**config.mk**
```make
export PLATFORM = sky130hd
export DESIGN_NAME = free_list
export DESIGN_NICKNAME = d
export VERILOG_FILES = /design/src/hw/ooo_pkg.sv /design/src/hw/free_list.sv
export SDC_FILE = /design/constraint.sdc
export NUM_CORES = 1
export LEC_CHECK = 0
export ABC_AREA = 1
export BUFFER_PORTS_ARGS = -buffer_cell sky130_fd_sc_hd__buf_2
export CORE_MARGIN = 2
export CORE_UTILIZATION = 45
export CTS_BUF_LIST = sky130_fd_sc_hd__clkbuf_4 sky130_fd_sc_hd__clkbuf_8 sky130_fd_sc_hd__clkbuf_16
export CTS_CLUSTER_SIZE = 20
export DETAILED_ROUTE_END_ITERATION = 8
export SLEW_MARGIN = 40
export SYNTH_ARGS = -nofsm -noshare
export SYNTH_HDL_FRONTEND = slang
export SYNTH_SLANG_ARGS = --single-unit
```
**constraint.sdc**
```tcl
create_clock -name clk -period 3.3 [get_ports clk]
set_input_delay 0.33 -clock clk [delete_from_list [all_inputs] [get_ports clk]]
set_output_delay 0.33 -clock clk [all_outputs]
set_load 0.01 [all_outputs]
```
**src/hw/ooo_pkg.sv**
```systemverilog
`default_nettype none

package ooo_pkg;

    typedef logic [4:0] arch_reg_t;
    typedef logic [5:0] phys_reg_t;   // 64 physical registers
    typedef logic [3:0] rob_idx_t;

    typedef struct packed {
        logic [6:0] funct7;
        arch_reg_t  rs2;
        arch_reg_t  rs1;
        logic [2:0] funct3;
        arch_reg_t  rd;
        logic [6:0] opcode;
    } r_view_t;

    typedef struct packed {
        logic [11:0] imm;
        arch_reg_t   rs1;
        logic [2:0]  funct3;
        arch_reg_t   rd;
        logic [6:0]  opcode;
    } i_view_t;

    // same word, register or immediate layout
    typedef union packed {
        r_view_t r;
        i_view_t i;
    } inst_u;

    typedef enum logic [3:0] {
        ALU_ADD, ALU_SUB, ALU_SLL, ALU_SLT, ALU_SLTU,
        ALU_XOR, ALU_SRL, ALU_SRA, ALU_OR, ALU_AND
    } alu_op_e;

    typedef struct packed {
        alu_op_e     alu_op;
        logic        use_imm;
        logic [31:0] imm;      // sign extended
        phys_reg_t   ps1;
        phys_reg_t   ps2;
        logic        ps1_ready;
        logic        ps2_ready;
        phys_reg_t   pd;
        arch_reg_t   rd;
        logic        writes_rd;
        rob_idx_t    rob_idx;
    } uop_t;

    typedef struct packed {
        logic        valid;
        phys_reg_t   pd;
        rob_idx_t    rob_idx;
        logic [31:0] value;
        logic        writes_rd;
    } cdb_t;

    typedef struct packed {
        arch_reg_t   rd;
        logic        writes_rd;
        logic [31:0] value;
        logic [31:0] order;
    } commit_t;

endpackage

`default_nettype wire

```
**src/hw/free_list.sv**
```systemverilog
`timescale 1ns/1ps
`default_nettype none

module free_list (
    input  logic               clk,
    input  logic               rst,
    input  logic               alloc_i,
    output ooo_pkg::phys_reg_t tag_o,
    output logic               empty_o,
    input  logic               free_i,
    input  ooo_pkg::phys_reg_t free_tag_i
);

    // at most 32 tags are ever free
    ooo_pkg::phys_reg_t mem [32];
    logic [5:0]         head;
    logic [5:0]         tail;

    assign empty_o = head == tail;
    assign tag_o   = mem[head[4:0]];

    always_ff @(posedge clk) begin
        if (rst) begin
            for (int i = 0; i < 32; i++) begin
                mem[i] <= ooo_pkg::phys_reg_t'(32 + i);   // p32..p63
            end
            head <= '0;
            tail <= 6'b100000;   // starts full
        end else begin
            if (alloc_i) head <= head + 1'b1;
            if (free_i) begin
                mem[tail[4:0]] <= free_tag_i;
                tail           <= tail + 1'b1;
            end
        end
    end

    // dispatch must wait for a tag
    assert property (@(posedge clk) disable iff (rst) alloc_i |-> !empty_o);

endmodule

`default_nettype wire

```
* After elaboration in Yosys (flattened, before gate mapping) *
Memories as Yosys holds them, arrays and structs flattened. A register that Yosys moved wholly into a read port is not among the register bits.
Cells that the tools add are included.

operators by class
  reductions and logical operators = 1
  add/sub/neg operators = 2
  equal/unequal tests = 1
  mux-type cells = 10

operator list
  cell                 number
  $mux 5               3
  $add 6x1->6 const B  2
  $eq 6x6->1           1
  $mux 1               6
  $mux 6               1
  $reduce_or 6->1      1

word-level totals
  memory bits (writable) = 192
  register bits = 12
  memories = 1
  word-level logic and storage cells = 17
  input bits = 10

memory list
  memory  words  width  rd ports  clocked after Yosys merged registers in  wr ports  line             source
  mem     32     6      1         1                                        32        free_list.sv:15  ooo_pkg::phys_reg_t mem [32];

* Logic depth before layout (Yosys ltp) *
  word-level depth = 5
  gate-level depth with buffers = 12
  depth with buffers taken out = 9

* Least setup slack after synthesis *
OpenSTA, ideal clock, no wires.

  path kind = reg-to-reg
  from = reg tail[0]
  to = mem mem[27][0] (netlist name), enable pin
  data arrival time = 1.296 ns
  cell stages (with the launch flop) = 8
  slack = 1.686 ns
  library setup time = 0.318 ns
  path buffers = 0
  required time = 2.982 ns
  cell sequence = dfxtp_1 ha_1 nand2_1 nor2_1 inv_1 nor2_1 inv_1 nand2_1

RTL lines
  item                    line             source
  start, declared         free_list.sv:17  logic [5:0] tail;
  start signal, assigned  free_list.sv:33  tail <= tail + 1'b1;
  end, declared           free_list.sv:15

==> flow_metrics.tcl <==
set metrics [dict create \
    run_status "complete, no violations" \
    start_util_pct 45.56 \
    cp-end-kind "primary output" \
    r2r-start "tail[4]" \
    drc 0 \
    drv_slew 0 \
    layout_setup_ws_ps 616.2 \
    syn-cell-area_sq_mm 0.009849 \
    drive_above_1_share_pct 8.564 \
    finalCritPeriodShare_pct 81.33 \
    final_cell_mix "433 x nand2_1, 192 x edfxtp_1, 146 x nand3_1" \
    hp-class "in2reg" \
    ant_nets 0 \
    hold_viol_final 0 \
    reg2reg_to "mem[17][4]" \
    drt_wl_total_mm 24.55 \
    max_clock_freq_mhz 372.6 \
    clockBufferDepth 3 \
    max_slew_margin_pct 44.53 \
    rsz0062_at_grt "false" \
    coreArea_sq_mm 0.02162 \
    path_max_fanout 61 \
    period_minus_slack_ps 2684 \
    setup_viol 0 \
    nets 1085 \
    power_leakage_nw 3.942 \
    dieHeight_um 151.9 \
    busiest_layer "met2" \
    grt_pass1_vias 6981 \
    syn_inst 1082 \
    holdPathEnd "head[0]" \
    fp-row-count 54 \
    fin_area_sq_mm 0.01088 \
    io_pins 17 \
    final.setup.tns_ps 0 \
    use_met1_pct 30.40 \
    min_from "alloc_i" \
    hold_path_depth 2 \
    synth.distinct_cells 24 \
    power.density_mw_per_mm2 576.0 \
    post_cts_buffers 0 \
    ys_warn_count 0 \
    grt_pass1_wl_mm 38.67 \
    mappedNetlistNets 1097 \
    place_congestion 0.8253 \
    vias 7162 \
    dpl_worst_slack_ps 1142 \
    cp-start-kind "flip-flop" \
    avgSynthCellArea_sq_um 9.103 \
    placed_area_sq_mm 0.01005 \
    clockRootBuffer "clkbuf_16" \
    final_common_cell "nand2_1" \
    yosysTopAreaCell "edfxtp_1" \
    routed_via_density 5.243 \
    grt.met3_usage_pct 2.424 \
    rr_worst_depth 6 \
    diodes 0 \
    avgRoutedWirePerCell_um 17.97 \
    cts_sinks 209 \
    ys_top_cells_by_area "edfxtp_1 59%, nand2_1 17%, nand3_1 7.4%" \
    hpwlAfterDp_mm 15.32 \
    clk_pin_slew_worst_paths_ps 60 \
    cts_buffers 23 \
    r2r_slack_ps 1180 \
    dieArea_sq_mm 0.02309 \
    synth_seq_cells 209 \
    layout-area-overhead-vs-synth_pct 10.51 \
    grt_use_total_pct 21.25 \
    crit_type "reg2out" \
    grt_max_degree 97 \
    irDropWorstVdd_mv 0.3389 \
    tightest_slew_ps 826.9 \
    drt_first_pass_iters 5 \
    cp.arrival_ps 2350 \
    synth_top_area_share_pct 58.54 \
    drt_iter0_markers 685 \
    cts-resized-gates 0 \
    htree_num_levels 1 \
    die_w_um 151.9 \
    skew_ps 7.899 \
    worst_ep_required_time_ps 2970 \
    postCtsHoldBufs 0 \
    drv_cap 0 \
    synth-seq-area-share_pct 61.99 \
    grt_overflow 0 \
    final_util_pct 50.34 \
    clock_latency_ps 510 \
    gr-usage-met2_pct 34.06 \
    antenna_found_initial 0 \
    cts_tree "built" \
    port_buffers 16 \
]
==> kinds of logic (layout without fill, tap and decap cells) <==
| group | count (synthesis) | count (layout) | synth area share, % |
|---|---|---|---|
| AO/OA/AOI/OAI | 19 | 19 | 0.9654 |
| adder cells (fa/ha/maj) | 5 | 5 | 0.6352 |
| buffers and inverters | 126 | 130 | 5.958 |
| flip-flops | 209 | 209 | 61.99 |
| AND/OR/NAND/NOR | 723 | 723 | 30.45 |
==> state kept, by name, indices dropped and copies added, names as in the netlist, named ones only <==
register,cells
head,6
tail,6
mem,192
==> power breakdown <==
part,internal [W],switching (W)
sequential,0.00293,0.0000207
clock,0.00177,0.00102
combinational,0.000132,0.000391
total,0.00483,0.00144
==> synthesized netlist by cell type <==
cell type,instances
nor2_2,7
nor3_1,9
nor2_4,4
clkbuf_2,1
nand2_1,433
buf_2,19
dfxtp_1,17
buf_4,7
nand4_1,3
nor2_1,113
or2_2,4
clkbuf_1,27
nand3_1,146
o21ai_0,8
ha_1,5
inv_2,5
inv_4,1
inv_1,56
nand2_4,3
buf_6,8
nor3b_1,1
edfxtp_1,192
a21oi_1,11
buf_1,2
==> critical path: stages, from the launching register on <==
cell and delay, ps:
dfxtp_2 340, inv_4 290, buf_12 330, nand2_1 80, nand3_1 90, nand3_1 120, nand2_1 140, nand2_1 60
nand2_1 60, nand2_1 40, nand2_1 110, buf_2 140
==> routing by layer <==
metal	part of all wire (%)	wire length [um]
met1	45	11050
met2	46	11360
met3	5.9	1460
met4	2.7	668
met5	0	0
==> through the flow <==
stage	hold WS, ps	total power [W]	std cells
finish	114.3	0.006269	1366
global route	121.4	0.006466	1366
CTS	98.26	0.006286	1366
detailed placement	499.9	0.003530	1325
global placement	488.9	0.003525	1325
floorplan	456.9	0.003370	1082
==> worst max path at each step <==
stage | startpoint | end | slack [ps]
floorplan | tail[0] | mem[27][0] | 1690
detailed placement | flip-flop | tag_o[2] | 1140
finish | flip-flop | tag_o[2] | 620
global route | flip-flop | tag_o[4] | 400
CTS | flip-flop | tag_o[2] | 610
global placement | flip-flop | tag_o[2] | 1100
==> final cells by class <==
| class | count | area, sq um |
|---|---|---|
| Timing Repair Buffer | 27 | 200.2 |
| Fill cell | 2001 | 10740 |
| Sequential cell | 209 | 6108 |
| Tap cell | 280 | 350.3 |
| Clock buffer | 29 | 645.6 |
| Inverter | 62 | 237.7 |
| Clock inverter | 12 | 185.2 |
| Multi-Input combinational cell | 747 | 3157 |
Power figures use the tool's default switching activity.
