**src/hw/ooo_pkg.sv**
```systemverilog
`default_nettype none

package ooo_pkg;

    typedef logic [4:0] arch_reg_t;
    typedef logic [5:0] phys_reg_t;   // 64 physical registers
    typedef logic [3:0] rob_idx_t;

    typedef struct packed {
        logic [6:0] funct7;
        arch_reg_t  rs2;
        arch_reg_t  rs1;
        logic [2:0] funct3;
        arch_reg_t  rd;
        logic [6:0] opcode;
    } r_view_t;

    typedef struct packed {
        logic [11:0] imm;
        arch_reg_t   rs1;
        logic [2:0]  funct3;
        arch_reg_t   rd;
        logic [6:0]  opcode;
    } i_view_t;

    // same word, register or immediate layout
    typedef union packed {
        r_view_t r;
        i_view_t i;
    } inst_u;

    typedef enum logic [3:0] {
        ALU_ADD, ALU_SUB, ALU_SLL, ALU_SLT, ALU_SLTU,
        ALU_XOR, ALU_SRL, ALU_SRA, ALU_OR, ALU_AND
    } alu_op_e;

    typedef struct packed {
        alu_op_e     alu_op;
        logic        use_imm;
        logic [31:0] imm;      // sign extended
        phys_reg_t   ps1;
        phys_reg_t   ps2;
        logic        ps1_ready;
        logic        ps2_ready;
        phys_reg_t   pd;
        arch_reg_t   rd;
        logic        writes_rd;
        rob_idx_t    rob_idx;
    } uop_t;

    typedef struct packed {
        logic        valid;
        phys_reg_t   pd;
        rob_idx_t    rob_idx;
        logic [31:0] value;
        logic        writes_rd;
    } cdb_t;

    typedef struct packed {
        arch_reg_t   rd;
        logic        writes_rd;
        logic [31:0] value;
        logic [31:0] order;
    } commit_t;

endpackage

`default_nettype wire

```
**src/hw/inst_queue.sv**
```systemverilog
`timescale 1ns/1ps
`default_nettype none

module inst_queue #(
    parameter int IQ_DEPTH = 8
) (
    input  logic           clk,
    input  logic           rst,
    input  logic           push_i,
    input  ooo_pkg::inst_u push_data_i,
    input  logic           pop_i,
    output ooo_pkg::inst_u head_o,
    output logic           empty_o,
    output logic           credit_o
);

    localparam int AW = $clog2(IQ_DEPTH);

    ooo_pkg::inst_u mem [IQ_DEPTH];
    logic [AW:0]    wr_ptr;
    logic [AW:0]    rd_ptr;   // extra bit tells full from empty
    logic           full;

    assign empty_o = wr_ptr == rd_ptr;
    assign full    = (wr_ptr[AW] != rd_ptr[AW]) && (wr_ptr[AW-1:0] == rd_ptr[AW-1:0]);
    assign head_o  = mem[rd_ptr[AW-1:0]];

    always_ff @(posedge clk) begin
        if (push_i) begin
            mem[wr_ptr[AW-1:0]] <= push_data_i;
        end
        if (rst) begin
            wr_ptr   <= '0;
            rd_ptr   <= '0;
            credit_o <= 1'b0;
        end else begin
            if (push_i) wr_ptr <= wr_ptr + 1'b1;
            if (pop_i) rd_ptr <= rd_ptr + 1'b1;
            credit_o <= pop_i;   // one credit back per dequeue
        end
    end

    // sender broke the credit rule
    assert property (@(posedge clk) disable iff (rst) push_i |-> !full);

endmodule

`default_nettype wire

```
**config.mk**
```make
export PLATFORM = sky130hd
export DESIGN_NAME = inst_queue
export DESIGN_NICKNAME = d
export VERILOG_FILES = /design/src/hw/ooo_pkg.sv /design/src/hw/inst_queue.sv
export SDC_FILE = /design/constraint.sdc
export NUM_CORES = 1
export LEC_CHECK = 0
export CELL_PAD_IN_SITES_DETAIL_PLACEMENT = 1
export CELL_PAD_IN_SITES_GLOBAL_PLACEMENT = 2
export CORE_MARGIN = 2
export CORE_UTILIZATION = 35
export DETAILED_ROUTE_END_ITERATION = 8
export DONT_BUFFER_PORTS = 1
export HOLD_SLACK_MARGIN = 0.1
export PLACE_DENSITY = 0.69
export SYNTH_ARGS = -nofsm -noshare
export SYNTH_HDL_FRONTEND = slang
export SYNTH_SLANG_ARGS = --single-unit
```
**constraint.sdc**
```tcl
create_clock -name clk -period 5 [get_ports clk]
set_input_delay 0.5 -clock clk [delete_from_list [all_inputs] [get_ports clk]]
set_output_delay 0.5 -clock clk [all_outputs]
set_load 0.01 [all_outputs]
```
Yosys cells after proc, flatten, opt, wreduce, memory -nomap -nowiden
Memories as Yosys holds them, arrays and structs flattened. A register that Yosys moved wholly into a read port is not among the register bits.
Cells that the tools add are included.
Widths: inputs -> output; s select.
{ "totals": {"register_bits": 9, "ram_bits": 256, "input_bits": 36, "mem_count": 1} }
{ "op_classes": {"add_sub_neg": 2, "eq_ne": 1, "n_mux": 4} }
{ "memory_table": {"columns": ["name", "words", "width", "rd", "rd_ports_with_merged_regs", "wr", "line", "source"], "rows": [
  ["mem", 8, 32, 1, 1, 1, "inst_queue.sv:19", "ooo_pkg::inst_u mem [IQ_DEPTH];"]
]} }
{ "op_table": {"columns": ["cell", "n"], "rows": [
  ["$add 4x1->4 const B", 2],
  ["$mux 3", 2],
  ["$eq 4x4->1", 1],
  ["$mux 1", 2]
]} }

Logic depth before layout (Yosys ltp)
{ "logic_depth": {"depth_word": 3, "mapped_depth": 4, "ltp_nobuf": 4} }

Least setup slack after synthesis
Ideal clock, no wire load.
{ "synth_path": {"kind": "in2reg", "startpoint": "in push_i", "endpoint": "mem mem[2][0] (netlist bit), enable pin", "setup_time_ns": 0.461, "t_arrival_ns": 2.821, "t_required_ns": 4.539, "path_slack_ns": 1.718, "cell_stages": 2, "cell_sequence": "nand2_1 nor3_1"} }
{ "synth_between": {"elab_chain_cells": 2} }
{ "synth_lines": {"columns": ["item", "line", "source"], "rows": [
  ["from (decl)", "inst_queue.sv:9", "input logic push_i,"],
  ["$mux 1", "inst_queue.sv:29", "if (push_i) begin"],
  ["$mux 1 (not written as such)", "inst_queue.sv:30", "mem[wr_ptr[AW-1:0]] <= push_data_i;"],
  ["to (decl)", "inst_queue.sv:19", null]
]} }
Every way passes these cells.

==> impl_metrics.tcl <==
set metrics [dict create \
    status "complete, no violations" \
    die_area_sq_um 30700 \
    p_leak_uw 0.00379 \
    reg2reg_depth 3 \
    fin_crit_ns 3.37 \
    synth_top_area_share_pct 74.8 \
    nNetsFinal 520 \
    grt_pass1_wl_um 31700 \
    fin_setup_tns_ns 0 \
    post_cts_buffers 0 \
    drt_iter0_markers 313 \
    drt-total-wl_um 20900 \
    cp_max_fo 53 \
    antenna_left 0 \
    fmax_mhz 297 \
    synth_cell_types 23 \
    layout_common_cells "edfxtp_1 (256), mux4_1 (40), dlygate4sd3_1 (34)" \
    drv_slew 0 \
    cts-resized-gates 0 \
    post-route-period-util_pct 67.3 \
    grt-ovfl-total 0 \
    layout_commonest_cell "edfxtp_1" \
    first_global_vias 5009 \
    wl_per_cell_um 23.5 \
    clk_path_buf_depth 3 \
    min_path_type "input port to flop" \
    place_area_sq_um 10800 \
    ff2ff_setup_slack_ns 2.83 \
    vias 4374 \
    fp.coreArea_sq_um 28800 \
    cts-root-buf "clkbuf_16" \
    viasPerCell 4.94 \
    dp_hpwl_um 11700 \
    drcViolationCount 0 \
    p_per_area_nw_per_um2 407 \
    r2r-end "mem[5][15]" \
    cts_tree "yes" \
    endpoint "head_o[19]" \
    fillers 2643 \
    diodes 0 \
    worst_ep_required_time_ns 4.50 \
    synth_nets 465 \
    fin_worst_skew_ns 0.0131 \
    io_buffers 0 \
    worstPathArrival_ns 2.87 \
    grtUsageTotal_pct 13.9 \
    rsz0062_at_grt "false" \
    ys_ff_latch 268 \
    avgSynthCellArea_sq_um 24.1 \
    reg2reg_from "wr_ptr[0]" \
    clk_latency_ns 0.53 \
    final_cell_area_sq_um 12000 \
    start_kind "flop" \
    end_kind "primary output" \
    cts_buffers 29 \
    synth_seq_area_share_pct 77.2 \
    ioPinCount 70 \
    gp_congestion 0.674 \
    synth_cells 427 \
    yosys.area.top_type "edfxtp_1" \
    hold_viol 0 \
    synth_warnings 0 \
    worst_pin_slew_ns 1.12 \
    syn_area_sq_um 10300 \
    ys_top_cells_by_area "edfxtp_1 (75%), mux4_1 (10%), mux4_2 (5.3%)" \
    cts.reportedPaths.clkPinSlew_ns 0.06 \
    cts_max_level 1 \
    fp.dieH_um 175 \
    die_w_um 175 \
    critPathKind "flop to primary output" \
    setup_violations 0 \
    antenna_found_initial 0 \
    rows 62 \
    start_util_pct 35.7 \
    drive_above_1_share_pct 23.9 \
    numClockSinks 268 \
    areaGrowthSynthToFinish_pct 16.9 \
    grt_max_degree 65 \
    maxCapViolCount 0 \
    vdd_ir_drop_max_uv 212 \
    max-slew-margin-rel_pct 25.4 \
    drt_pass1_iterations 4 \
    holdBufCountCts 34 \
]
## power breakdown
group	internal (uW)	switching (uW)
registers	2520	55.8
logic	151	145
clock network	1200	816
## how the worst min path moves through the flow
stage | endpoint | slack, ns | start | cells past startpoint
final | wr_ptr[0] | 0.13 | push_i | 2
after global routing | wr_ptr[0] | 0.12 | push_i | 2
after CTS | wr_ptr[0] | 0.11 | push_i | 2
after detailed placement | wr_ptr[3] | 0.51 | wr_ptr[3] | 2
after global placement | wr_ptr[3] | 0.49 | wr_ptr[3] | 2
after floorplan | wr_ptr[3] | 0.47 | wr_ptr[3] | 2
## area by class of cell
class	count	area [sq um]	area share (%)
Clock buffer	35	778	6.48
Clock inverter	16	129	1.07
Tap cell	384	480	4.00
Sequential cell	268	7940	66.1
Timing Repair Buffer	45	423	3.52
Multi-Input combinational cell	138	2260	18.8
## synth_stat cells
master    count
xnor2_1       2
edfxtp_1    256
nor3_1        2
nor2_1       14
ha_1          2
mux2_2       32
mux4_2       24
clkbuf_1      5
dfxtp_1      12
o21ai_0       1
nor4_1        1
mux2i_1       2
nor2b_1       1
buf_1         3
a21oi_1       1
nand2b_1      3
or3_1         1
xor2_1        7
buf_2         6
nand2_1       4
mux4_1       40
nand4_1       1
buf_6         7
## registers in the layout, indices dropped and copies added, names as in the netlist, named ones only
name,cells
rd_ptr,4
mem,256
wr_ptr,4
credit_o,1
## through the flow
step	total power, uW	setup WS (ns)	std cells	hold WS (ns)	utilization, %
floorplan	2810	1.72	427	0.470	-
global placement	2880	2.16	801	0.491	37.4
detailed placement	2880	2.10	801	0.506	37.4
CTS	4970	1.53	886	0.108	41.7
global route	5060	1.43	886	0.125	41.7
finish	4890	1.63	886	0.130	41.7
## metal layers
layer / share of wire (%) / GRT usage, % / wire, um
met1: 41 / 17.6 / 8540
met2: 52 / 24.3 / 10800
met3: 5.7 / 3.53 / 1190
met4: 1.7 / 2.85 / 347
met5: 0 / 0 / 0
## critical path: stages, from the launching register on
cell and delay (ns):
dfxtp_4 1.00, buf_4 0.40, mux4_1 0.59, mux2_2 0.32
## logic make-up after synthesis
| logic type | Yosys count | share of synthesized area [%] |
|---|---|---|
| flip-flops | 268 | 77.2 |
| multiplexers | 98 | 19.2 |
| AND/OR/NAND/NOR | 27 | 1.18 |
| buffers and inverters | 21 | 1.35 |
| XOR/XNOR | 9 | 0.767 |
| AO/OA/AOI/OAI | 2 | 0.0973 |
| adder cells (fa/ha/maj) | 2 | 0.244 |
Note: power is estimated with default switching activity, not from simulation.
