**src/hw/ooo_pkg.sv**
```systemverilog
`default_nettype none

package ooo_pkg;

    typedef logic [4:0] arch_reg_t;
    typedef logic [5:0] phys_reg_t;   // 64 physical registers
    typedef logic [3:0] rob_idx_t;

    typedef struct packed {
        logic [6:0] funct7;
        arch_reg_t  rs2;
        arch_reg_t  rs1;
        logic [2:0] funct3;
        arch_reg_t  rd;
        logic [6:0] opcode;
    } r_view_t;

    typedef struct packed {
        logic [11:0] imm;
        arch_reg_t   rs1;
        logic [2:0]  funct3;
        arch_reg_t   rd;
        logic [6:0]  opcode;
    } i_view_t;

    // same word, register or immediate layout
    typedef union packed {
        r_view_t r;
        i_view_t i;
    } inst_u;

    typedef enum logic [3:0] {
        ALU_ADD, ALU_SUB, ALU_SLL, ALU_SLT, ALU_SLTU,
        ALU_XOR, ALU_SRL, ALU_SRA, ALU_OR, ALU_AND
    } alu_op_e;

    typedef struct packed {
        alu_op_e     alu_op;
        logic        use_imm;
        logic [31:0] imm;      // sign extended
        phys_reg_t   ps1;
        phys_reg_t   ps2;
        logic        ps1_ready;
        logic        ps2_ready;
        phys_reg_t   pd;
        arch_reg_t   rd;
        logic        writes_rd;
        rob_idx_t    rob_idx;
    } uop_t;

    typedef struct packed {
        logic        valid;
        phys_reg_t   pd;
        rob_idx_t    rob_idx;
        logic [31:0] value;
        logic        writes_rd;
    } cdb_t;

    typedef struct packed {
        arch_reg_t   rd;
        logic        writes_rd;
        logic [31:0] value;
        logic [31:0] order;
    } commit_t;

endpackage

`default_nettype wire

```
**src/hw/alu_unit.sv**
```systemverilog
`timescale 1ns/1ps
`default_nettype none

module alu_unit (
    input  logic               clk,
    input  logic               rst,
    input  logic               issue_valid_i,
    input  ooo_pkg::uop_t      issue_uop_i,
    input  logic [31:0]        rs1_val_i,
    input  logic [31:0]        rs2_val_i,
    output ooo_pkg::phys_reg_t rs1_tag_o,
    output ooo_pkg::phys_reg_t rs2_tag_o,
    output ooo_pkg::cdb_t      cdb_o
);

    logic [31:0] opb;
    logic [31:0] result;
    logic [4:0]  shamt;

    assign rs1_tag_o = issue_uop_i.ps1;
    assign rs2_tag_o = issue_uop_i.ps2;
    assign opb       = issue_uop_i.use_imm ? issue_uop_i.imm : rs2_val_i;
    assign shamt     = opb[4:0];

    always_comb begin
        case (issue_uop_i.alu_op)
            ooo_pkg::ALU_ADD:  result = rs1_val_i + opb;
            ooo_pkg::ALU_SUB:  result = rs1_val_i - opb;
            ooo_pkg::ALU_SLL:  result = rs1_val_i << shamt;
            ooo_pkg::ALU_SLT:  result = {31'b0, $signed(rs1_val_i) < $signed(opb)};
            ooo_pkg::ALU_SLTU: result = {31'b0, rs1_val_i < opb};
            ooo_pkg::ALU_XOR:  result = rs1_val_i ^ opb;
            ooo_pkg::ALU_SRL:  result = rs1_val_i >> shamt;
            ooo_pkg::ALU_SRA:  result = $signed(rs1_val_i) >>> shamt;
            ooo_pkg::ALU_OR:   result = rs1_val_i | opb;
            ooo_pkg::ALU_AND:  result = rs1_val_i & opb;
            default:           result = rs1_val_i + opb;
        endcase
    end

    always_ff @(posedge clk) begin
        cdb_o.pd        <= issue_uop_i.pd;
        cdb_o.rob_idx   <= issue_uop_i.rob_idx;
        cdb_o.value     <= result;
        cdb_o.writes_rd <= issue_uop_i.writes_rd;
        if (rst) cdb_o.valid <= 1'b0;
        else     cdb_o.valid <= issue_valid_i;
    end

endmodule

`default_nettype wire

```
**config.mk**
```make
export PLATFORM = sky130hd
export DESIGN_NAME = alu_unit
export DESIGN_NICKNAME = d
export VERILOG_FILES = /design/src/hw/ooo_pkg.sv /design/src/hw/alu_unit.sv
export SDC_FILE = /design/constraint.sdc
export NUM_CORES = 1
export LEC_CHECK = 0
export CORE_ASPECT_RATIO = 1.25
export CORE_MARGIN = 2
export CORE_UTILIZATION = 42
export CTS_CLUSTER_SIZE = 14
export DETAILED_ROUTE_END_ITERATION = 6
export DONT_BUFFER_PORTS = 1
export MAX_ROUTING_LAYER = met4
export SLEW_MARGIN = 10
export SYNTH_ARGS = -nofsm -noshare
export SYNTH_HDL_FRONTEND = slang
export SYNTH_SLANG_ARGS = --single-unit
```
**constraint.sdc**
```tcl
create_clock -name clk -period 12.7 [get_ports clk]
set_clock_uncertainty 0.05 [all_clocks]
set_input_delay 1.27 -clock clk [delete_from_list [all_inputs] [get_ports clk]]
set_output_delay 1.27 -clock clk [all_outputs]
set_load 0.02 [all_outputs]
```
Word level (Yosys, flattened, before mapping)
Index checks and enable logic that the tools add are counted.
- bits in registers: 44
- output and inout bits: 56
- word-level logic and storage cells: 26
- add/subtract/negate cells: 2
- order comparisons: 2
- equality and inequality tests: 9
- shifts and indexed selects: 3
- mux-type cells: 2
- bitwise logic cells: 3
- operators by type and width (operator ; number):
    $pmux W32 S9 ; 1
    $lt A32 B32 Y1 ; 2
    $add A32 B32 Y32 ; 1
    $and A32 B32 Y32 ; 1
    $mux W32 ; 1
    $or A32 B32 Y32 ; 1
    $shl A32 B5 Y32 ; 1
    $shr A32 B5 Y32 ; 1
    $sshr A32 B5 Y32 ; 1
    $sub A32 B32 Y32 ; 1
    $xor A32 B32 Y32 ; 1
    $eq A4 B3 Y1 const B ; 4
    $eq A4 B2 Y1 const B ; 2
    $eq A4 B4 Y1 const B ; 2
    $eq A4 B1 Y1 const B ; 1

Logic depth before layout (Yosys ltp)
- depth after elaboration: 3
- depth in mapped cells: 19

Least setup slack after synthesis
No wires, ideal clock.
- path type: input-to-reg
- from: in issue_uop_i[62] in the netlist's numbering
- to: reg cdb_o[31] in the netlist's numbering
- arrival: 5.260 ns
- required time: 12.575 ns
- setup slack: 7.315 ns
- stages: 17
- cells stage by stage: buf_6 -> mux2i_1 -> clkbuf_1 -> clkbuf_1 -> clkbuf_1 -> clkbuf_1 -> ha_1 -> buf_2 -> nor2_1 -> a2111o_1 -> a311oi_1 -> o211a_1 -> o2111a_1 -> nor2_1 -> o41ai_1 -> a41oi_1 -> o22ai_1
- cells in the longest elaborated chain, start to end: 3
- elaborated cells between the ends (all ways): 10
- those cells by class: add/sub: 2; shift: 3; mux: 2; bitwise: 3
- RTL lines (item ; RTL line ; source):
    start: declaration ; alu_unit.sv:8 ; input ooo_pkg::uop_t issue_uop_i,
    $mux W32 * ; alu_unit.sv:22 ; assign opb = issue_uop_i.use_imm ? issue_uop_i.imm : rs2_val_i;
    $add A32 B32 Y32, or another cell as far along ; alu_unit.sv:27, alu_unit.sv:37 ;
    $pmux W32 S9 * ; alu_unit.sv:26 ; case (issue_uop_i.alu_op)
    named net result[30] ; alu_unit.sv:17 ; logic [31:0] result;
    end: declaration ; alu_unit.sv:13 ; output ooo_pkg::cdb_t cdb_o
Mark *: on every way through the listed nets, which the timed path passes. The rest lies on a longest branch.
A chain may end at the register's enable or synchronous reset.

Final worst setup path
- from: in issue_uop_i[62] in the netlist's numbering
- to: reg cdb_o[19] in the netlist's numbering
Same word-level chain as after synthesis.

==> metrics.txt <==
CTS sink count=44; hold_buf cts=0; largest net degree at the start of global routing=62; endpoint class of the critical path=flip-flop; sequential share of the synthesized area=0.0860; clock-pin slew on the worst setup and hold paths=70 ps; Worst slew margin=0.288; CP max-delay cell=a311oi_1; Area contributors post-synth=ha_1 12%, mux2i_1 11%, dfxtp_1 8.6%; CTS tree=built; Slew Limit Fails=0; synth warn=0; Post-synth top flop=dfxtp_1; worst-margin pin slew=1070 ps; initial core utilization=0.430; share of the synthesized area in the top cell type=0.119; Setup Buffers After CTS=0; Clock Path Buffers=2; Pleak=4.40 nW; initial antenna violation count=0; # rows=63; n_diodes=0; Final Setup Violations=0; first-pass GRT wire length=64800 um; RD Place Congestion=1.04; fillers=2538; VDD IR max=0.0500 mV; Final Util=0.441; Port Buf Inserts=0; number of synthesized flops with an enable pin=0; CP Launch Type=primary input; GRT Util Overall=0.343; drt drc=0; sum of negative setup slack=0 ps; crit path buf inv count=2; crit path kind=in2reg; DR vias/cell=7.05; core area=0.0238 mm^2; Async S/R FF share, synth=0; HPWL after DPL=32300 um; share of cells above drive strength 1=0.0783; status=complete, no violations; nets@finish=1547; area grow syn2layout=2.49%; #FFs+latches synth=44; post-CTS resize count=0; router iterations before antenna repair=6; vias in the first global route=10500; I/O pin cnt=190; routed len/inst=26.8 um; 1st-iter DRT viols=1597; CTS buffer count=5; biggest regs=cdb_o: 44 flops; post-synthesis cell area=0.0102 mm^2; total die area=0.0256 mm^2; HP Class=in2reg; CP Cell Sequence=mux2i_4 -> buf_4 -> inv_4 -> fa_1 -> o21bai_1 -> a2111o_1 -> a311oi_1 -> o21a_1 -> a32o_1 -> o221a_2 -> o21ai_0 -> o21ai_0 -> nand4_1; GR Overflow Total=0; # H-tree levels=2; final hold vios=0; Critical Path Fanout Max=57; Period minus WS final=5750 ps; max reg flops=44; Required @ worst endpoint=12790 ps; Worst Path Arrival=5850 ps; ANT nets after route=0; Power per Cell Area=82.9 mW/mm^2; Netlist cell types=83; f_max=0.174 GHz; CP peak stage delay=810 ps; die width=144 um; Mapped Cells=1404; Post-Syn Area per Cell=7.29 um^2; Max Cap Viol=0; final cycle utilization of the critical path=0.453; Multi-input gate area=0.00852 mm^2; root buffer cell=clkbuf_16; Reg with most FFs=cdb_o; syn nets=1637; Yosys top cell by area=ha_1; CP most frequent cell=o21ai_0; Die Ht=179 um; CP delay by family, top=compound AO/OA/AOI/OAI gates; Vias=11600; RSZ-0062 raised after global routing=no; FF/Latch Area=881 um^2; routed wire length=43900 um
-- synth_stat cells (22+ instances only) --
library cell	number
nand2_1	130
inv_1	92
a21oi_1	106
a211oi_1	30
a221oi_1	23
o21ai_0	89
a31oi_1	22
nand3_1	28
o211ai_1	26
clkbuf_1	71
mux2i_1	108
mux4_2	32
nor3_1	28
nor2_1	120
dfxtp_1	44
ha_1	97
-- cell families after synthesis --
logic type,count (synthesis),synth area share
buffers and inverters,216,0.0886
adder cells (fa/ha/maj),99,0.122
AO/OA/AOI/OAI,485,0.325
AND/OR/NAND/NOR,402,0.182
flip-flops,44,0.0860
multiplexers,150,0.189
XOR/XNOR,8,0.00684
-- path summary, 6_finish.rpt --
check / from / endpoint / slack (ps) / cells after the start
worst max-delay path: issue_uop_i[62] / cdb_o[19] / 6950 / 13
worst min-delay path: issue_uop_i[3] / cdb_o[36] / 910 / 0
-- power breakdown --
part	total [W]	switching [W]	internal [W]	leakage (nW)
registers	0.000203	0.0000399	0.000163	0.371
logic	0.000518	0.000331	0.000187	3.96
clock network	0.000149	0.0000749	0.0000737	0.0660
total	0.000869	0.000446	0.000424	4.40
-- layer usage --
| layer | GRT usage | up-vias | wire [um] |
|---|---|---|---|
| met5 | - | - | 0 |
| li1 | - | 5109 | - |
| met2 | 0.536 | 790 | 20200 |
| met4 | 0.183 | 0 | 2530 |
| met1 | 0.433 | 5515 | 17200 |
| met3 | 0.0421 | 150 | 4070 |
-- final cells by class --
cell class | count | area share
Clock buffer | 5 | 0.0119
Inverter | 97 | 0.0349
Timing Repair Buffer | 22 | 0.0157
Sequential cell | 44 | 0.0839
Clock inverter | 3 | 0.00227
Tap cell | 325 | 0.0388
Multi-Input combinational cell | 1144 | 0.812
-- per-stage QoR --
stage	setup WS, ps	hold WS (ps)	total power, W	std cells	cell area (um^2)
detailed placement	6940	1250	0.000705	1632	10300
global placement	6980	1250	0.000703	1632	10300
finish	6950	912	0.000869	1640	10500
CTS	7260	911	0.000860	1640	10500
floorplan	7320	1250	0.000580	1404	10200
global route	6930	911	0.000914	1640	10500
-- layout by cell type, fill, tap and decap left out, types with 23 or more instances in the layout --
cell type / n
a211oi_1: 30
a21oi_1: 106
a221oi_1: 23
dfxtp_1: 44
ha_1: 97
inv_1: 92
mux2i_1: 106
mux4_2: 32
nand2_1: 130
nand3_1: 28
nor2_1: 120
nor3_1: 28
o211ai_1: 26
o21ai_0: 89
(Power assumes the default switching activity.)
