--- src/hw/ooo_pkg.sv ---
`default_nettype none

package ooo_pkg;

    typedef logic [4:0] arch_reg_t;
    typedef logic [5:0] phys_reg_t;   // 64 physical registers
    typedef logic [3:0] rob_idx_t;

    typedef struct packed {
        logic [6:0] funct7;
        arch_reg_t  rs2;
        arch_reg_t  rs1;
        logic [2:0] funct3;
        arch_reg_t  rd;
        logic [6:0] opcode;
    } r_view_t;

    typedef struct packed {
        logic [11:0] imm;
        arch_reg_t   rs1;
        logic [2:0]  funct3;
        arch_reg_t   rd;
        logic [6:0]  opcode;
    } i_view_t;

    // same word, register or immediate layout
    typedef union packed {
        r_view_t r;
        i_view_t i;
    } inst_u;

    typedef enum logic [3:0] {
        ALU_ADD, ALU_SUB, ALU_SLL, ALU_SLT, ALU_SLTU,
        ALU_XOR, ALU_SRL, ALU_SRA, ALU_OR, ALU_AND
    } alu_op_e;

    typedef struct packed {
        alu_op_e     alu_op;
        logic        use_imm;
        logic [31:0] imm;      // sign extended
        phys_reg_t   ps1;
        phys_reg_t   ps2;
        logic        ps1_ready;
        logic        ps2_ready;
        phys_reg_t   pd;
        arch_reg_t   rd;
        logic        writes_rd;
        rob_idx_t    rob_idx;
    } uop_t;

    typedef struct packed {
        logic        valid;
        phys_reg_t   pd;
        rob_idx_t    rob_idx;
        logic [31:0] value;
        logic        writes_rd;
    } cdb_t;

    typedef struct packed {
        arch_reg_t   rd;
        logic        writes_rd;
        logic [31:0] value;
        logic [31:0] order;
    } commit_t;

endpackage

`default_nettype wire

--- src/hw/rename_dispatch.sv ---
`timescale 1ns/1ps
`default_nettype none

module rename_dispatch (
    input  logic               clk,
    input  logic               rst,
    input  ooo_pkg::inst_u     inst_i,
    input  logic               iq_empty_i,
    output logic               pop_o,
    input  logic               fl_empty_i,
    input  ooo_pkg::phys_reg_t fl_tag_i,
    output logic               fl_alloc_o,
    input  logic               rob_full_i,
    input  ooo_pkg::rob_idx_t  rob_tail_i,
    output logic               rob_push_o,
    output ooo_pkg::phys_reg_t old_pd_o,
    input  logic               rs_full_i,
    output ooo_pkg::uop_t      uop_o,
    input  ooo_pkg::cdb_t      cdb_i
);

    localparam logic [6:0] OP_REG = 7'b0110011;
    localparam logic [6:0] OP_IMM = 7'b0010011;

    ooo_pkg::phys_reg_t rat [32];
    logic [63:0]        ready_tbl;
    ooo_pkg::phys_reg_t ps1;
    ooo_pkg::phys_reg_t ps2;
    ooo_pkg::alu_op_e   alu_op;
    logic               is_reg;
    logic               is_imm;
    logic               writes_rd;
    logic               cdb_wr;
    logic               fire;

    assign is_reg    = inst_i.r.opcode == OP_REG;
    assign is_imm    = inst_i.i.opcode == OP_IMM;
    assign writes_rd = (is_reg || is_imm) && (inst_i.r.rd != '0);   // x0 and unknown ops
    assign cdb_wr    = cdb_i.valid && cdb_i.writes_rd;
    assign ps1       = rat[inst_i.r.rs1];
    assign ps2       = rat[inst_i.r.rs2];

    assign fire       = !iq_empty_i && !rob_full_i && !rs_full_i && (!fl_empty_i || !writes_rd);
    assign pop_o      = fire;
    assign rob_push_o = fire;
    assign fl_alloc_o = fire && writes_rd;
    assign old_pd_o   = rat[inst_i.r.rd];

    // funct7 bit 5 also marks srai in the immediate view
    always_comb begin
        case (inst_i.r.funct3)
            3'd0: alu_op = (is_reg && inst_i.r.funct7[5]) ? ooo_pkg::ALU_SUB : ooo_pkg::ALU_ADD;
            3'd1: alu_op = ooo_pkg::ALU_SLL;
            3'd2: alu_op = ooo_pkg::ALU_SLT;
            3'd3: alu_op = ooo_pkg::ALU_SLTU;
            3'd4: alu_op = ooo_pkg::ALU_XOR;
            3'd5: alu_op = inst_i.r.funct7[5] ? ooo_pkg::ALU_SRA : ooo_pkg::ALU_SRL;
            3'd6: alu_op = ooo_pkg::ALU_OR;
            3'd7: alu_op = ooo_pkg::ALU_AND;
        endcase
    end

    always_comb begin
        uop_o.alu_op    = alu_op;
        uop_o.use_imm   = is_imm;
        uop_o.imm       = {{20{inst_i.i.imm[11]}}, inst_i.i.imm};
        uop_o.ps1       = ps1;
        uop_o.ps2       = ps2;
        // a tag on the cdb this cycle counts as ready
        uop_o.ps1_ready = !(is_reg || is_imm) || ready_tbl[ps1] || (cdb_wr && cdb_i.pd == ps1);
        uop_o.ps2_ready = !is_reg || ready_tbl[ps2] || (cdb_wr && cdb_i.pd == ps2);
        uop_o.pd        = fl_tag_i;
        uop_o.rd        = inst_i.r.rd;
        uop_o.writes_rd = writes_rd;
        uop_o.rob_idx   = rob_tail_i;
    end

    always_ff @(posedge clk) begin
        if (rst) begin
            for (int i = 0; i < 32; i++) begin
                rat[i] <= ooo_pkg::phys_reg_t'(i);
            end
            ready_tbl <= '1;
        end else begin
            if (cdb_wr) ready_tbl[cdb_i.pd] <= 1'b1;
            if (fl_alloc_o) begin
                rat[inst_i.r.rd]    <= fl_tag_i;
                ready_tbl[fl_tag_i] <= 1'b0;
            end
        end
    end

endmodule

`default_nettype wire

--- config.mk ---
export PLATFORM = sky130hd
export DESIGN_NAME = rename_dispatch
export DESIGN_NICKNAME = d
export VERILOG_FILES = /design/src/hw/ooo_pkg.sv /design/src/hw/rename_dispatch.sv
export SDC_FILE = /design/constraint.sdc
export NUM_CORES = 1
export LEC_CHECK = 0
export BUFFER_PORTS_ARGS = -buffer_cell sky130_fd_sc_hd__buf_2
export CAP_MARGIN = 20
export CORE_MARGIN = 1.5
export CORE_UTILIZATION = 35
export CTS_BUF_LIST = sky130_fd_sc_hd__clkbuf_8
export DETAILED_ROUTE_END_ITERATION = 10
export GPL_ROUTABILITY_DRIVEN = 0
export PLACE_DENSITY_LB_ADDON = 0.15
export SYNTH_ARGS = -nofsm -noshare
export SYNTH_HDL_FRONTEND = slang
export SYNTH_SLANG_ARGS = --single-unit
--- constraint.sdc ---
create_clock -name clk -period 4.66 [get_ports clk]
set_clock_uncertainty 0.15 [all_clocks]
set_input_delay 0.699 -clock clk [delete_from_list [all_inputs] [get_ports clk]]
set_output_delay 0.699 -clock clk [all_outputs]
set_load 0.02 [all_outputs]
* After elaboration in Yosys (flattened, before gate mapping)
Memories as Yosys holds them, arrays and structs flattened. Cells that the tools add are included.
Word-level totals: bits in writable memories 192, memories kept 1, register bits 64, output and inout port bits 76
Memories:
- rat | words 32, bits a word 6, rd ports 3, clocked after memory_dff 0, write ports 32, line rename_dispatch.sv:25 | ooo_pkg::phys_reg_t rat [32];
Cells by class: order comparisons 6, eq/ne operators 11, multiplexer cells 22, bitwise operators 3, reductions and logical operators 27
Operator list (number):
- $mux W64 | 3
- $and A64 B64 Y64 | 1
- $not A64 Y64 | 1
- $or A64 B64 Y64 | 1
- $pmux W4 S8 | 1
- $lt A6 B7 Y1 const B | 4
- $bmux W1 S6 | 2
- $demux W1 S6 | 2
- $eq A3 B3 Y1 const B | 4
- $eq A6 B6 Y1 | 2
- $ge A6 B1 Y1 const B | 2
- $mux W1 | 12
- $logic_and A1 B1 Y1 | 11
- $eq A7 B5 Y1 const B | 1
- $eq A7 B6 Y1 const B | 1
- $logic_not A1 Y1 | 7
- $eq A3 B2 Y1 const B | 2
- $logic_or A1 B1 Y1 | 6
- $mux W6 | 1
- $reduce_or A6 Y1 | 1
- $mux W5 | 1
- $reduce_bool A5 Y1 | 1
- $eq A3 B1 Y1 const B | 1
- $logic_not A3 Y1 | 1

* Longest topological paths before layout
word-level depth 12, depth in mapped cells 16, depth with buffers taken out 10

* Worst setup path before layout
Ideal clock, no wire load.
path type input -> output, start input port inst_i[15] in the netlist's numbering, end output port uop_o[17] in the netlist's numbering, path buffers 3, stages 12, slack 0.403 ns, arrival 3.408 ns, cells stage by stage clkbuf_1 buf_4 buf_2 mux4_2 mux2_2 nand2_1 o21ai_0 mux2_2 and2_1 a22oi_2 nand2_1 a211o_1
RTL lines:
- start: declaration | line rename_dispatch.sv:7 | input ooo_pkg::inst_u inst_i,
- end: declaration | line rename_dispatch.sv:18 | output ooo_pkg::uop_t uop_o,

==> impl_metrics.env <==
export IMPL_outcome="completed"
export IMPL_yosys_cell_types_count=65
export IMPL_drt_total_wl_um=64100
export IMPL_hold_buffers=0
export IMPL_routedWlPerCell_um=29.0
export IMPL_rows=80
export IMPL_max_stage_delay_ns=0.55
export IMPL_clock_sinks=256
export IMPL_hpwl_um=45400
export IMPL_synthCells=1508
export IMPL_clockBufferDepth=3
export IMPL_rr_worst_depth=1
export IMPL_path_class="reg -> out"
export IMPL_grt_pass1_vias=13200
export IMPL_place_area_um2=18100
export IMPL_via_per_inst=6.13
export IMPL_port_buffers=91
export IMPL_hold_viol=0
export IMPL_synth_edf_count=192
export IMPL_yosys_area_top_type="edfxtp_1"
export IMPL_clock_fmax_mhz=219
export IMPL_drive_gt1_share_pct=27.4
export IMPL_synth_area_leaders="edfxtp_1, mux4_2, mux2i_1, dfxtp_1, and2_1"
export IMPL_period_minus_slack_ns=4.57
export IMPL_rr_startpoint="ready_tbl[12]"
export IMPL_reg2reg_slack_ns=3.68
export IMPL_ant_nets=0
export IMPL_final_setup_viol_count=0
export IMPL_netlist_area_um2=17100
export IMPL_first_iter_violations=1522
export IMPL_ys_ff_latch=256
export IMPL_path_max_fanout=11
export IMPL_nets=1652
export IMPL_grt_max_degree=64
export IMPL_worst_slack_ns=0.0942
export IMPL_worstSkewPairLatency_ns=0.62
export IMPL_core_area_um2=47900
export IMPL_cp_end_kind="output pin"
export IMPL_synth_most_common_cell="edfxtp_1"
export IMPL_fin_area_um2=19200
export IMPL_hp_class="reg -> reg"
export IMPL_p_leak_uw=0.00694
export IMPL_firstDrtPassIters=5
export IMPL_synth_top_area_share_pct=33.7
export IMPL_final_max_slew_violation_count=0
export IMPL_syn2layout_area_growth_pct=12.5
export IMPL_crit_start="rat[2][5]"
export IMPL_die_h_um=224
export IMPL_grt_ovfl_total=0
export IMPL_drv_cap=0
export IMPL_dp_cells=2123
export IMPL_layout_area_seq_um2=7050
export IMPL_worstMarginPinSlew_ns=1.04
export IMPL_relSlewSlack_pct=30.7
export IMPL_multiInputGateArea_um2=9000
export IMPL_cp_arrival_ns=3.72
export IMPL_r2r_end="ready_tbl[12]"
export IMPL_die_area_um2=50100
export IMPL_start_kind="flop"
export IMPL_ys_flop_type="edfxtp_1"
export IMPL_ioPinCount=168
export IMPL_pre_cts_ws_ns=-0.0511
export IMPL_num_vias=13600
export IMPL_yosys_top_cells_count="edfxtp_1, mux2i_1, nor2_1"
export IMPL_avgSynthCellArea_um2=11.3
export IMPL_tns_ns=0
export IMPL_ir_drop_v=0.000166
export IMPL_power_density_nw_per_um2=314
export IMPL_crit_path_end="uop_o[17]"
export IMPL_cts_root_buffer="clkbuf_8"
export IMPL_path_cells="mux4_1 -> mux2_2 -> a21oi_1 -> and3_2 -> inv_4 -> buf_4 -> nand2b_1 -> a211oi_2 -> a211oi_1 -> a221oi_1 -> buf_4 -> a211o_1 -> buf_2"
export IMPL_grt_pass1_wl_um=92200
export IMPL_die_w_um=224
export IMPL_fillers=4654
export IMPL_htree_levels=2
export IMPL_instances_no_fill=2213
export IMPL_period_share_pct=98.0
export IMPL_rsz0062_at_grt="no"
export IMPL_clk_pin_slew_ns=0.06
export IMPL_yosysWarnings=0
export IMPL_grt_use_total_pct=25.4
export IMPL_crit_slowest_cell="mux4_1"
export IMPL_synth_seq_area_share_pct=41.2
export IMPL_drc=0
export IMPL_antenna_found_initial=1
export IMPL_synthArstFlopShare_pct=0
export IMPL_crit_top_cell="buf_4"
export IMPL_cts_buffers=49
export IMPL_cts_tree="yes"
export IMPL_start_util_pct=35.6
export IMPL_required_ns=3.81
## placed cells by master, fill, tap and decap left out, drive strengths merged, types with 11 or more instances in the layout
master | netlist | layout
mux4 | 107 | 107
nand3 | 33 | 33
inv | 32 | 49
and2 | 117 | 117
nand3b | 11 | 11
or3 | 84 | 84
nand2 | 52 | 52
buf | 107 | 186
nand2b | 12 | 12
mux2i | 144 | 144
edfxtp | 192 | 192
a21oi | 21 | 21
dfxtp | 64 | 64
clkbuf | 83 | 54
clkinv | 0 | 12
nand4 | 12 | 12
nor2 | 121 | 121
mux2 | 12 | 12
a211oi | 18 | 18
o32a | 64 | 64
a2111oi | 17 | 17
a22oi | 39 | 39
a41oi | 20 | 20
or2 | 35 | 35
nor2b | 25 | 25
## power breakdown
part | total, uW | switching [uW] | internal [uW] | leakage, uW
registers | 2630 | 96.0 | 2540 | 0.00239
logic | 1250 | 744 | 502 | 0.00401
clock network | 2160 | 994 | 1170 | 0.000540
total | 6040 | 1830 | 4210 | 0.00694
## how the worst min path moves through the flow
stage / slack, ns / to / start / depth (start not counted)
global placement: 0.34 / ready_tbl[33] / ready_tbl[33] / 1
floorplan: 0.32 / ready_tbl[33] / ready_tbl[33] / 1
CTS: 0.36 / ready_tbl[33] / ready_tbl[33] / 1
global route: 0.37 / ready_tbl[33] / ready_tbl[33] / 1
finish: 0.36 / ready_tbl[33] / ready_tbl[33] / 1
detailed placement: 0.34 / ready_tbl[33] / ready_tbl[33] / 1
## per-stage QoR
step                      power, uW  hold slack (ns)  utilization [%]
after floorplan                3430            0.321                -
after global placement         3860            0.339             37.8
after detailed placement       3860            0.345             37.8
after CTS                      6040            0.357             39.8
after global routing           6240            0.373             40.1
final                          6040            0.360             40.1
## logic make-up (layout without fill, tap and decap cells)
| group | count (synthesis) | in the layout | share of synthesized area [%] |
|---|---|---|---|
| and+or+nand+nor | 534 | 534 | 17.1 |
| muxes | 263 | 263 | 23.4 |
| DFF | 256 | 256 | 41.2 |
| buffers and inverters | 222 | 305 | 6.99 |
| AOI/OAI and AO/OA | 220 | 220 | 10.6 |
| xor gates and xnor gates | 12 | 12 | 0.615 |
| other | 1 | 8 | 0.0219 |
## routing by layer
layer	GRT usage, %	vias to the layer above	part of all wire, %	wire length [um]
met4	11.2	2	4.5	2910
li1	-	5873	-	-
met1	33.6	6828	42	26700
met2	40.1	705	46	29200
met5	0	-	0.019	12
met3	5.50	155	8.3	5350
## flip-flops by register name, indices dropped and copies added (netlist names)
name and cells:
rat 192, ready_tbl 64
## area by class of cell
type                       instances  share of cell area [%]
antenna                            2                  0.0260
clock buffer                      54                    3.87
timing repair buffer             186                    6.94
tap                              615                    4.00
clock inverter                    33                   0.996
inverter                          32                   0.664
sequential                       256                    36.7
multi-input combinational       1035                    46.8
## repair_timing
| item | CTS | global route |
|---|---|---|
| pin swaps | 0 | 1 |
| gates resized for setup | 6 | 42 |
| endpoints found under the setup margin | 2 | 2 |
| buffers inserted | 0 | 1 |
## worst max-delay path, delay by kind of cell, from the launching register on
kind | cells | cell delay (ns)
flip-flops | 1 | 0.46
multiplexers | 2 | 0.84
AND/OR/NAND/NOR | 2 | 0.40
buffers and inverters | 4 | 0.57
AO/OA/AOI/OAI | 5 | 0.82
(Power assumes the default switching activity.)
