`config.mk`:
```
export PLATFORM = sky130hd
export DESIGN_NAME = reorder_buffer
export DESIGN_NICKNAME = d
export VERILOG_FILES = /design/src/hw/ooo_pkg.sv /design/src/hw/reorder_buffer.sv
export SDC_FILE = /design/constraint.sdc
export NUM_CORES = 1
export LEC_CHECK = 0
export BUFFER_PORTS_ARGS = -buffer_cell sky130_fd_sc_hd__buf_2
export CAP_MARGIN = 25
export CORE_MARGIN = 3
export CORE_UTILIZATION = 60
export CTS_CLUSTER_SIZE = 12
export DETAILED_ROUTE_END_ITERATION = 7
export GPL_ROUTABILITY_DRIVEN = 0
export PLACE_DENSITY = 0.9
export SETUP_SLACK_MARGIN = 0.05
export SLEW_MARGIN = 20
export SYNTH_ARGS = -nofsm -noshare
export SYNTH_HDL_FRONTEND = slang
export SYNTH_SLANG_ARGS = --single-unit
```
`constraint.sdc`:
```
create_clock -name clk -period 12.05 [get_ports clk]
set_clock_uncertainty 0.15 [all_clocks]
set_input_delay 3.0125 -clock clk [delete_from_list [all_inputs] [get_ports clk]]
set_output_delay 3.0125 -clock clk [all_outputs]
set_load 0.005 [all_outputs]
```
`src/hw/ooo_pkg.sv`:
```
`default_nettype none

package ooo_pkg;

    typedef logic [4:0] arch_reg_t;
    typedef logic [5:0] phys_reg_t;   // 64 physical registers
    typedef logic [3:0] rob_idx_t;

    typedef struct packed {
        logic [6:0] funct7;
        arch_reg_t  rs2;
        arch_reg_t  rs1;
        logic [2:0] funct3;
        arch_reg_t  rd;
        logic [6:0] opcode;
    } r_view_t;

    typedef struct packed {
        logic [11:0] imm;
        arch_reg_t   rs1;
        logic [2:0]  funct3;
        arch_reg_t   rd;
        logic [6:0]  opcode;
    } i_view_t;

    // same word, register or immediate layout
    typedef union packed {
        r_view_t r;
        i_view_t i;
    } inst_u;

    typedef enum logic [3:0] {
        ALU_ADD, ALU_SUB, ALU_SLL, ALU_SLT, ALU_SLTU,
        ALU_XOR, ALU_SRL, ALU_SRA, ALU_OR, ALU_AND
    } alu_op_e;

    typedef struct packed {
        alu_op_e     alu_op;
        logic        use_imm;
        logic [31:0] imm;      // sign extended
        phys_reg_t   ps1;
        phys_reg_t   ps2;
        logic        ps1_ready;
        logic        ps2_ready;
        phys_reg_t   pd;
        arch_reg_t   rd;
        logic        writes_rd;
        rob_idx_t    rob_idx;
    } uop_t;

    typedef struct packed {
        logic        valid;
        phys_reg_t   pd;
        rob_idx_t    rob_idx;
        logic [31:0] value;
        logic        writes_rd;
    } cdb_t;

    typedef struct packed {
        arch_reg_t   rd;
        logic        writes_rd;
        logic [31:0] value;
        logic [31:0] order;
    } commit_t;

endpackage

`default_nettype wire

```
`src/hw/reorder_buffer.sv`:
```
`timescale 1ns/1ps
`default_nettype none

module reorder_buffer #(
    parameter int ROB_DEPTH = 16
) (
    input  logic               clk,
    input  logic               rst,
    input  logic               push_i,
    input  ooo_pkg::uop_t      push_uop_i,
    input  ooo_pkg::phys_reg_t old_pd_i,
    output ooo_pkg::rob_idx_t  tail_o,
    output logic               full_o,
    input  ooo_pkg::cdb_t      cdb_i,
    output logic               commit_valid_o,
    output ooo_pkg::commit_t   commit_o,
    output logic               free_o,
    output ooo_pkg::phys_reg_t free_tag_o
);

    localparam int AW = $clog2(ROB_DEPTH);

    typedef struct packed {
        ooo_pkg::arch_reg_t rd;
        logic               writes_rd;
        ooo_pkg::phys_reg_t old_pd;
        logic [31:0]        value;
    } rob_entry_t;

    rob_entry_t           ent [ROB_DEPTH];
    rob_entry_t           head_ent;
    logic [ROB_DEPTH-1:0] done;
    logic [AW:0]          head;
    logic [AW:0]          tail;
    logic [31:0]          order_cnt;
    logic                 empty;
    logic                 retire;

    assign empty    = head == tail;
    assign full_o   = (head[AW] != tail[AW]) && (head[AW-1:0] == tail[AW-1:0]);
    assign tail_o   = ooo_pkg::rob_idx_t'(tail[AW-1:0]);
    assign head_ent = ent[head[AW-1:0]];
    assign retire   = !empty && done[head[AW-1:0]];

    always_ff @(posedge clk) begin
        if (push_i) begin
            ent[tail[AW-1:0]].rd        <= push_uop_i.rd;
            ent[tail[AW-1:0]].writes_rd <= push_uop_i.writes_rd;
            ent[tail[AW-1:0]].old_pd    <= old_pd_i;
        end
        if (cdb_i.valid) ent[cdb_i.rob_idx[AW-1:0]].value <= cdb_i.value;
        commit_o <= '{rd: head_ent.rd, writes_rd: head_ent.writes_rd,
                      value: head_ent.value, order: order_cnt};
        free_tag_o <= head_ent.old_pd;   // previous mapping of rd
        if (rst) begin
            head           <= '0;
            tail           <= '0;
            done           <= '0;
            order_cnt      <= '0;
            commit_valid_o <= 1'b0;
            free_o         <= 1'b0;
        end else begin
            if (push_i) begin
                tail                 <= tail + 1'b1;
                done[tail[AW-1:0]]   <= 1'b0;
            end
            if (cdb_i.valid) done[cdb_i.rob_idx[AW-1:0]] <= 1'b1;
            if (retire) begin
                head      <= head + 1'b1;
                order_cnt <= order_cnt + 1'b1;
            end
            commit_valid_o <= retire;
            free_o         <= retire && head_ent.writes_rd;
        end
    end

    assert property (@(posedge clk) disable iff (rst) push_i |-> !full_o);

    // each entry completes once, and only while it is in flight
    assert property (@(posedge clk) disable iff (rst)
        cdb_i.valid |-> !empty && !done[cdb_i.rob_idx[AW-1:0]]);

endmodule

`default_nettype wire

```
; Word level (Yosys, flattened, before mapping)
; Memory sizes are Yosys's and may differ from the RTL's. A register that Yosys moved wholly into a read port is not among the register bits.
; Index checks and enable logic that the tools add are counted.
[totals]
n_memories = 1
wordCells = 47
ramBits = 704
inputBits = 120
reg_bits = 136
output_inout_bits = 83
[mem_list]
columns = name, words, width, read_ports, rd_ports_with_merged_regs, write_ports, line
row1 = ent, 16, 44, 1, 1, 2, reorder_buffer.sv:30  ; rob_entry_t ent [ROB_DEPTH];
[classes]
bitwise_logic = 3
addsub = 3
n_eq_ne = 3
muxes = 15
magnitude_cmp = 5
reduce_logical = 6
[op_table]
columns = operator, count
row1 = 16-bit 2-to-1 mux, 3
row2 = 32-bit by 1-bit adder with 32-bit output (second input constant), 1
row3 = 16-bit bitwise AND, 1
row4 = 16-bit inverter, 1
row5 = 16-bit OR, 1
row6 = 4-bit by 5-bit less-than comparator with 1-bit output (second input constant), 3
row7 = 5-bit by 1-bit adder with 5-bit output (second input constant), 2
row8 = 1-bit demux with 4-bit select, 2
row9 = 4-bit by 1-bit >= comparator with 1-bit output (second input constant), 2
row10 = 4-bit 2-to-1 mux, 2
row11 = 1-bit 2-to-1 mux, 7
row12 = 5-bit equality test, 1
row13 = 1-bit logical AND, 5
row14 = 1-bit binary-select mux with 4-bit select, 1
row15 = 4-bit equality test, 1
row16 = 1-bit logical NOT, 1
row17 = 1-bit != test, 1

; Longest topological paths before layout
[depth]
ltp_word = 10
mapped_depth = 8
mapped_depth_nobuf = 6

; Least setup slack after synthesis
; No wires, ideal clock.
[synth_path]
path_kind = input port to flip-flop
from = input port cdb_i[33] (netlist name)
to = memory ent[0][0] (netlist name), enable pin
arrival_time_ps = 5781
path_buffers = 0
stages = 2
required_time_ps = 11436
setup_slack_ps = 5655
setup_ps = 464
cell_sequence = or3b_2 > nor3_1
[synth_lines]
columns = element, line
row1 = "start, declared", reorder_buffer.sv:14  ; input ooo_pkg::cdb_t cdb_i,
row2 = "end, declared", reorder_buffer.sv:30

; Worst setup path in the final report
[layout_path]
from = register head[0]
to = output port full_o
[layout_via]
elab_chain_len = 2
[layout_lines]
columns = element, line
row1 = "start, declared", reorder_buffer.sv:33  ; logic [AW:0] head;
row2 = "start signal, assigned", reorder_buffer.sv:69  ; head <= head + 1'b1;
row3 = 4-bit equality test, reorder_buffer.sv:40  ; assign full_o = (head[AW] != tail[AW]) && (head[AW-1:0] == tail[AW-1:0]);
row4 = 1-bit logical AND, reorder_buffer.sv:40
row5 = "end, declared", reorder_buffer.sv:13  ; output logic full_o,
; No other way between the ends.

==> summary.md <==
| Metric | Value |
|---|---|
| H-tree depth | 3 |
| P_int | around 4.6 mW |
| Die height | about 230 um |
| Cts hold-fix bufs | 0 |
| Avg Cell Area, Syn | approximately 21 um2 |
| Top cells by area, synth | edfxtp_1 68%, mux4_2 16%, dfxtp_1 9.0% |
| Adder-Cell Fraction of Synth Area | less than 1% |
| Critical path launch point type | register |
| Drt initial violations | 2086 |
| Yosys top cell area share | about two thirds |
| Nets@finish | 1742 |
| Tot Pwr | approximately 5.8 mW |
| Synthesis-stage register bit count | about 840 |
| Worst slack at placement | about 6.9 ns |
| Largest family of logic cells by synthesized area | multiplexers |
| Crit-path cells | xnor2_1 > nand4_1 > nor2b_1 > buf_2 |
| Sw power | about 1.2 mW |
| Measured slew at the worst slew-check pin | 1.02 ns |
| EDFF count, synth | between 700 and 800 |
| Sink Count | roughly 840 |
| Detailed Routing Iterations Pass 1 | 5 |
| Final ANT Viol Nets | 0 |
| Buf/Inv on CP | 1 |
| Kind of cell adding the most delay to the critical path | flip-flops |
| Max-cap viol count | 0 |
| Drt wl/cell | 32.9 um |
| Slew headroom | roughly a third |
| Chip width | roughly 230 um |
| Vias post-DR | between 15000 and 20000 |
| CTS buffer count | a little over 80 |
| WP data arrival | around 2 ns |
| Via-per-instance ratio | 6.82 |
| FF-to-FF setup slack | just over 8 ns |
| Initial core utilization | about three fifths |
| Fraction of the mapped netlist area in simple logic gates | about 3.0% |
| Power density cells | roughly 170 nW/um2 |
| Post-Syn Instances | between 1000 and 1500 |
| Share of layout cells above drive strength 1 | slightly above 30% |
| Register share of total power | a little under three fifths |
| Synth Area in XOR/XNOR | less than 1% |
| Area Growth Syn to Fin | 12.9% |
| Row count | 82 |
| Leak pwr | between 10 and 15 nW |
| Async set-reset flop share out of synthesis | 0% |
| Mapped cell area | around 31000 um2 |
| Post-synthesis mux area share | between 10% and 20% |
| Data required, critical path | 8.89 ns |
| Vias in the first global route | ~17000 |
| Post-route insts no fill | 2359 |
| Leading area contributor after synthesis | edfxtp_1 |
| Setup TNS | 0 ns |
| CP startpoint | head[0]$_SDFFE_PP0P_ |
| Post-synthesis compound-gate area fraction | 1.70% |
| RSZ-0062 raised after global routing | no |
| Net Sw Frac | around a fifth |
| I/O Pins | 203 |
| Max Buffers Root-to-Sink | 3 |
| Fin crit period | around 5.2 ns |
| Final cycle utilization of the critical path | a little over two fifths |
| Worst-skew pair later-pin latency | 0.64 ns |
| Netlist cell types | 38 |
| TritonCTS clock tree | yes |
| Slew Limit Fails | 0 |
| Post-synth top flop | edfxtp_1 |
| Post-cts repair resize count | 0 |
| FMAX | 193 MHz |
| Crit path kind | reg -> out |
| Seq/Total Area, Yosys | ~77% |
| DRC viols | 0 |
| Worst flop-to-flop path endpoint | commit_o[46]$_DFF_P_ |
| Drt total wl | 77.6 mm |
| Slowest cell on crit path | dfxtp_1 |
| Reg clk slew, reported paths | roughly 0.060 ns |
| Outcome | completed |
| Core Area | 50700 um2 |
| Largest net degree at the start of global routing | 106 |
| GRT Util Overall | slightly below 30% |
| Port bufs | ~130 |
| End of the critical path | full_o |
| Hold Path Class | reg -> reg |
| Worst Path Max Fanout | 9 |
| Dpl cells | 2200 |
| Post-DP HPWL | 37.7 mm |
| CTS root buffer | clkbuf_16 |
| Synthesized net count | 1576 |
| GRT overflow | 0 |
| Critical Path Stages | 4 |
| Post-CTS Setup Repair Bufs | 0 |
| Final Hold Fails | 0 |
| Power share of the clock group | around two fifths |
| First-pass GRT wire length | ~110 mm |
| R2r worst-path depth | 5 |
| Crit. End Element | output port |
| YS warnings | 0 |
| Combinational power share | under 10% |
| Setup WS post-layout | 6.87 ns |
| Critical path's largest stage delay | around 0.65 ns |
| Final setup viols | 0 |
| Full die area | approximately 55000 um2 |
| Antenna violations before repair | 16 |
| Peak supply drop | 0.123 mV |
-- power by group through the flow --
stage          logic, mW  registers (mW)  clock network [mW]
2_1_floorplan     0.0674            3.28                   0
3_3_place_gp       0.128            3.28                   0
3_5_place_dp       0.139            3.29                   0
4_1_cts            0.144            3.23                2.44
5_1_grt            0.161            3.24                2.54
6_report           0.151            3.23                2.42
-- layout by cell type, fill, tap and decap left out, drive strengths merged, types with 2 or more instances in the layout --
cell,n
nand3,21
nand4,14
or3,4
clkinvlp,2
nand3b,2
nor3,8
and4,3
mux2i,5
xnor2,5
o31ai,30
nand2b,6
or4,30
clkbuf,136
diode,8
nor2b,5
dfxtp,140
xor2,3
buf,164
nor2,37
edfxtp,704
o21ai,6
and3,7
nand2,21
a21oi,53
mux4,224
and2,6
inv,23
ha,6
clkinv,7
mux2,3
-- synthesized netlist by cell type, types with 2 or more instances --
cell type    n
buf_2       19
nand4_1     13
a21oi_1     53
mux2_2       2
o21ai_1      3
o21ai_0      3
xnor2_1      5
nor3_1       8
xor2_1       3
o31ai_1     30
nand3_1     21
mux2i_1      4
nand2b_1     6
ha_1         6
nand2_1     21
or4_1       30
nor2b_1      5
buf_1        8
buf_6        5
edfxtp_1   704
buf_4        5
and3_1       7
nand3b_1     2
mux4_2     224
nor2_1      37
and2_1       6
clkbuf_1    46
and4_1       3
or3_1        4
dfxtp_1    140
inv_1       20
-- final cells by class --
class	count	area, um2
Sequential cell	844	24000
Fill cell	2839	15500
Multi-Input combinational cell	503	6860
Clock buffer	136	2330
Timing Repair Buffer	164	958
Tap cell	672	841
Clock inverter	12	145
Inverter	20	75.1
Antenna cell	8	20.0
-- kinds of logic after synthesis --
| family | after synthesis |
|---|---|
| xor gates and xnor gates | 8 |
| muxes | 232 |
| AOI/OAI and AO/OA | 90 |
| adders and majority gates | 6 |
| and+or+nand+nor | 167 |
| buffers and inverters | 103 |
| DFF | 844 |
-- worst min path at each step --
| stage | startpoint | endpoint | slack, ns | cells past startpoint |
|---|---|---|---|---|
| after floorplan | order_cnt[31]$_SDFFE_PP0P_ | commit_o[31]$_DFF_P_ | 0.19 | 0 |
| after global placement | order_cnt[31]$_SDFFE_PP0P_ | commit_o[31]$_DFF_P_ | 0.21 | 0 |
| after detailed placement | order_cnt[31]$_SDFFE_PP0P_ | commit_o[31]$_DFF_P_ | 0.21 | 0 |
| after CTS | order_cnt[31]$_SDFFE_PP0P_ | commit_o[31]$_DFF_P_ | 0.22 | 0 |
| after global routing | order_cnt[31]$_SDFFE_PP0P_ | commit_o[31]$_DFF_P_ | 0.25 | 0 |
| final | order_cnt[31]$_SDFFE_PP0P_ | commit_o[31]$_DFF_P_ | 0.23 | 0 |
-- routing by layer --
metal	up-vias	GRT usage, %	share of wire (%)	wire [um]
met4	16	13.2	4.2	3300
met1	8247	37.3	34	26300
li1	6358	-	-	-
met2	1232	48.0	51	39400
met3	241	6.95	11	8630
met5	-	0	0.13	98
-- sequential cells by signal, summed over array words and instances, names as in the netlist, named ones only --
register and flops:
commit_o 70, commit_valid_o 1, done 16, ent 704
free_o 1, free_tag_o 6, head 5, order_cnt 32
tail 5
-- worst reg2reg max path, delay by kind of cell, from the launching register on --
| family | cells | cell delay, ns |
|---|---|---|
| buffers and inverters | 3 | 1.83 |
| multiplexers | 2 | 0.94 |
| flip-flops | 1 | 0.79 |
-- through the flow --
stage | cell area (um2) | hold WS (ns) | utilization (%)
CTS | 35100 | 0.223 | 69.3
detailed placement | 32600 | 0.208 | 64.4
global placement | 32600 | 0.206 | 64.3
floorplan | 31200 | 0.194 | -
global route | 35200 | 0.246 | 69.4
finish | 35200 | 0.225 | 69.4
Power figures use the tool's default switching activity.
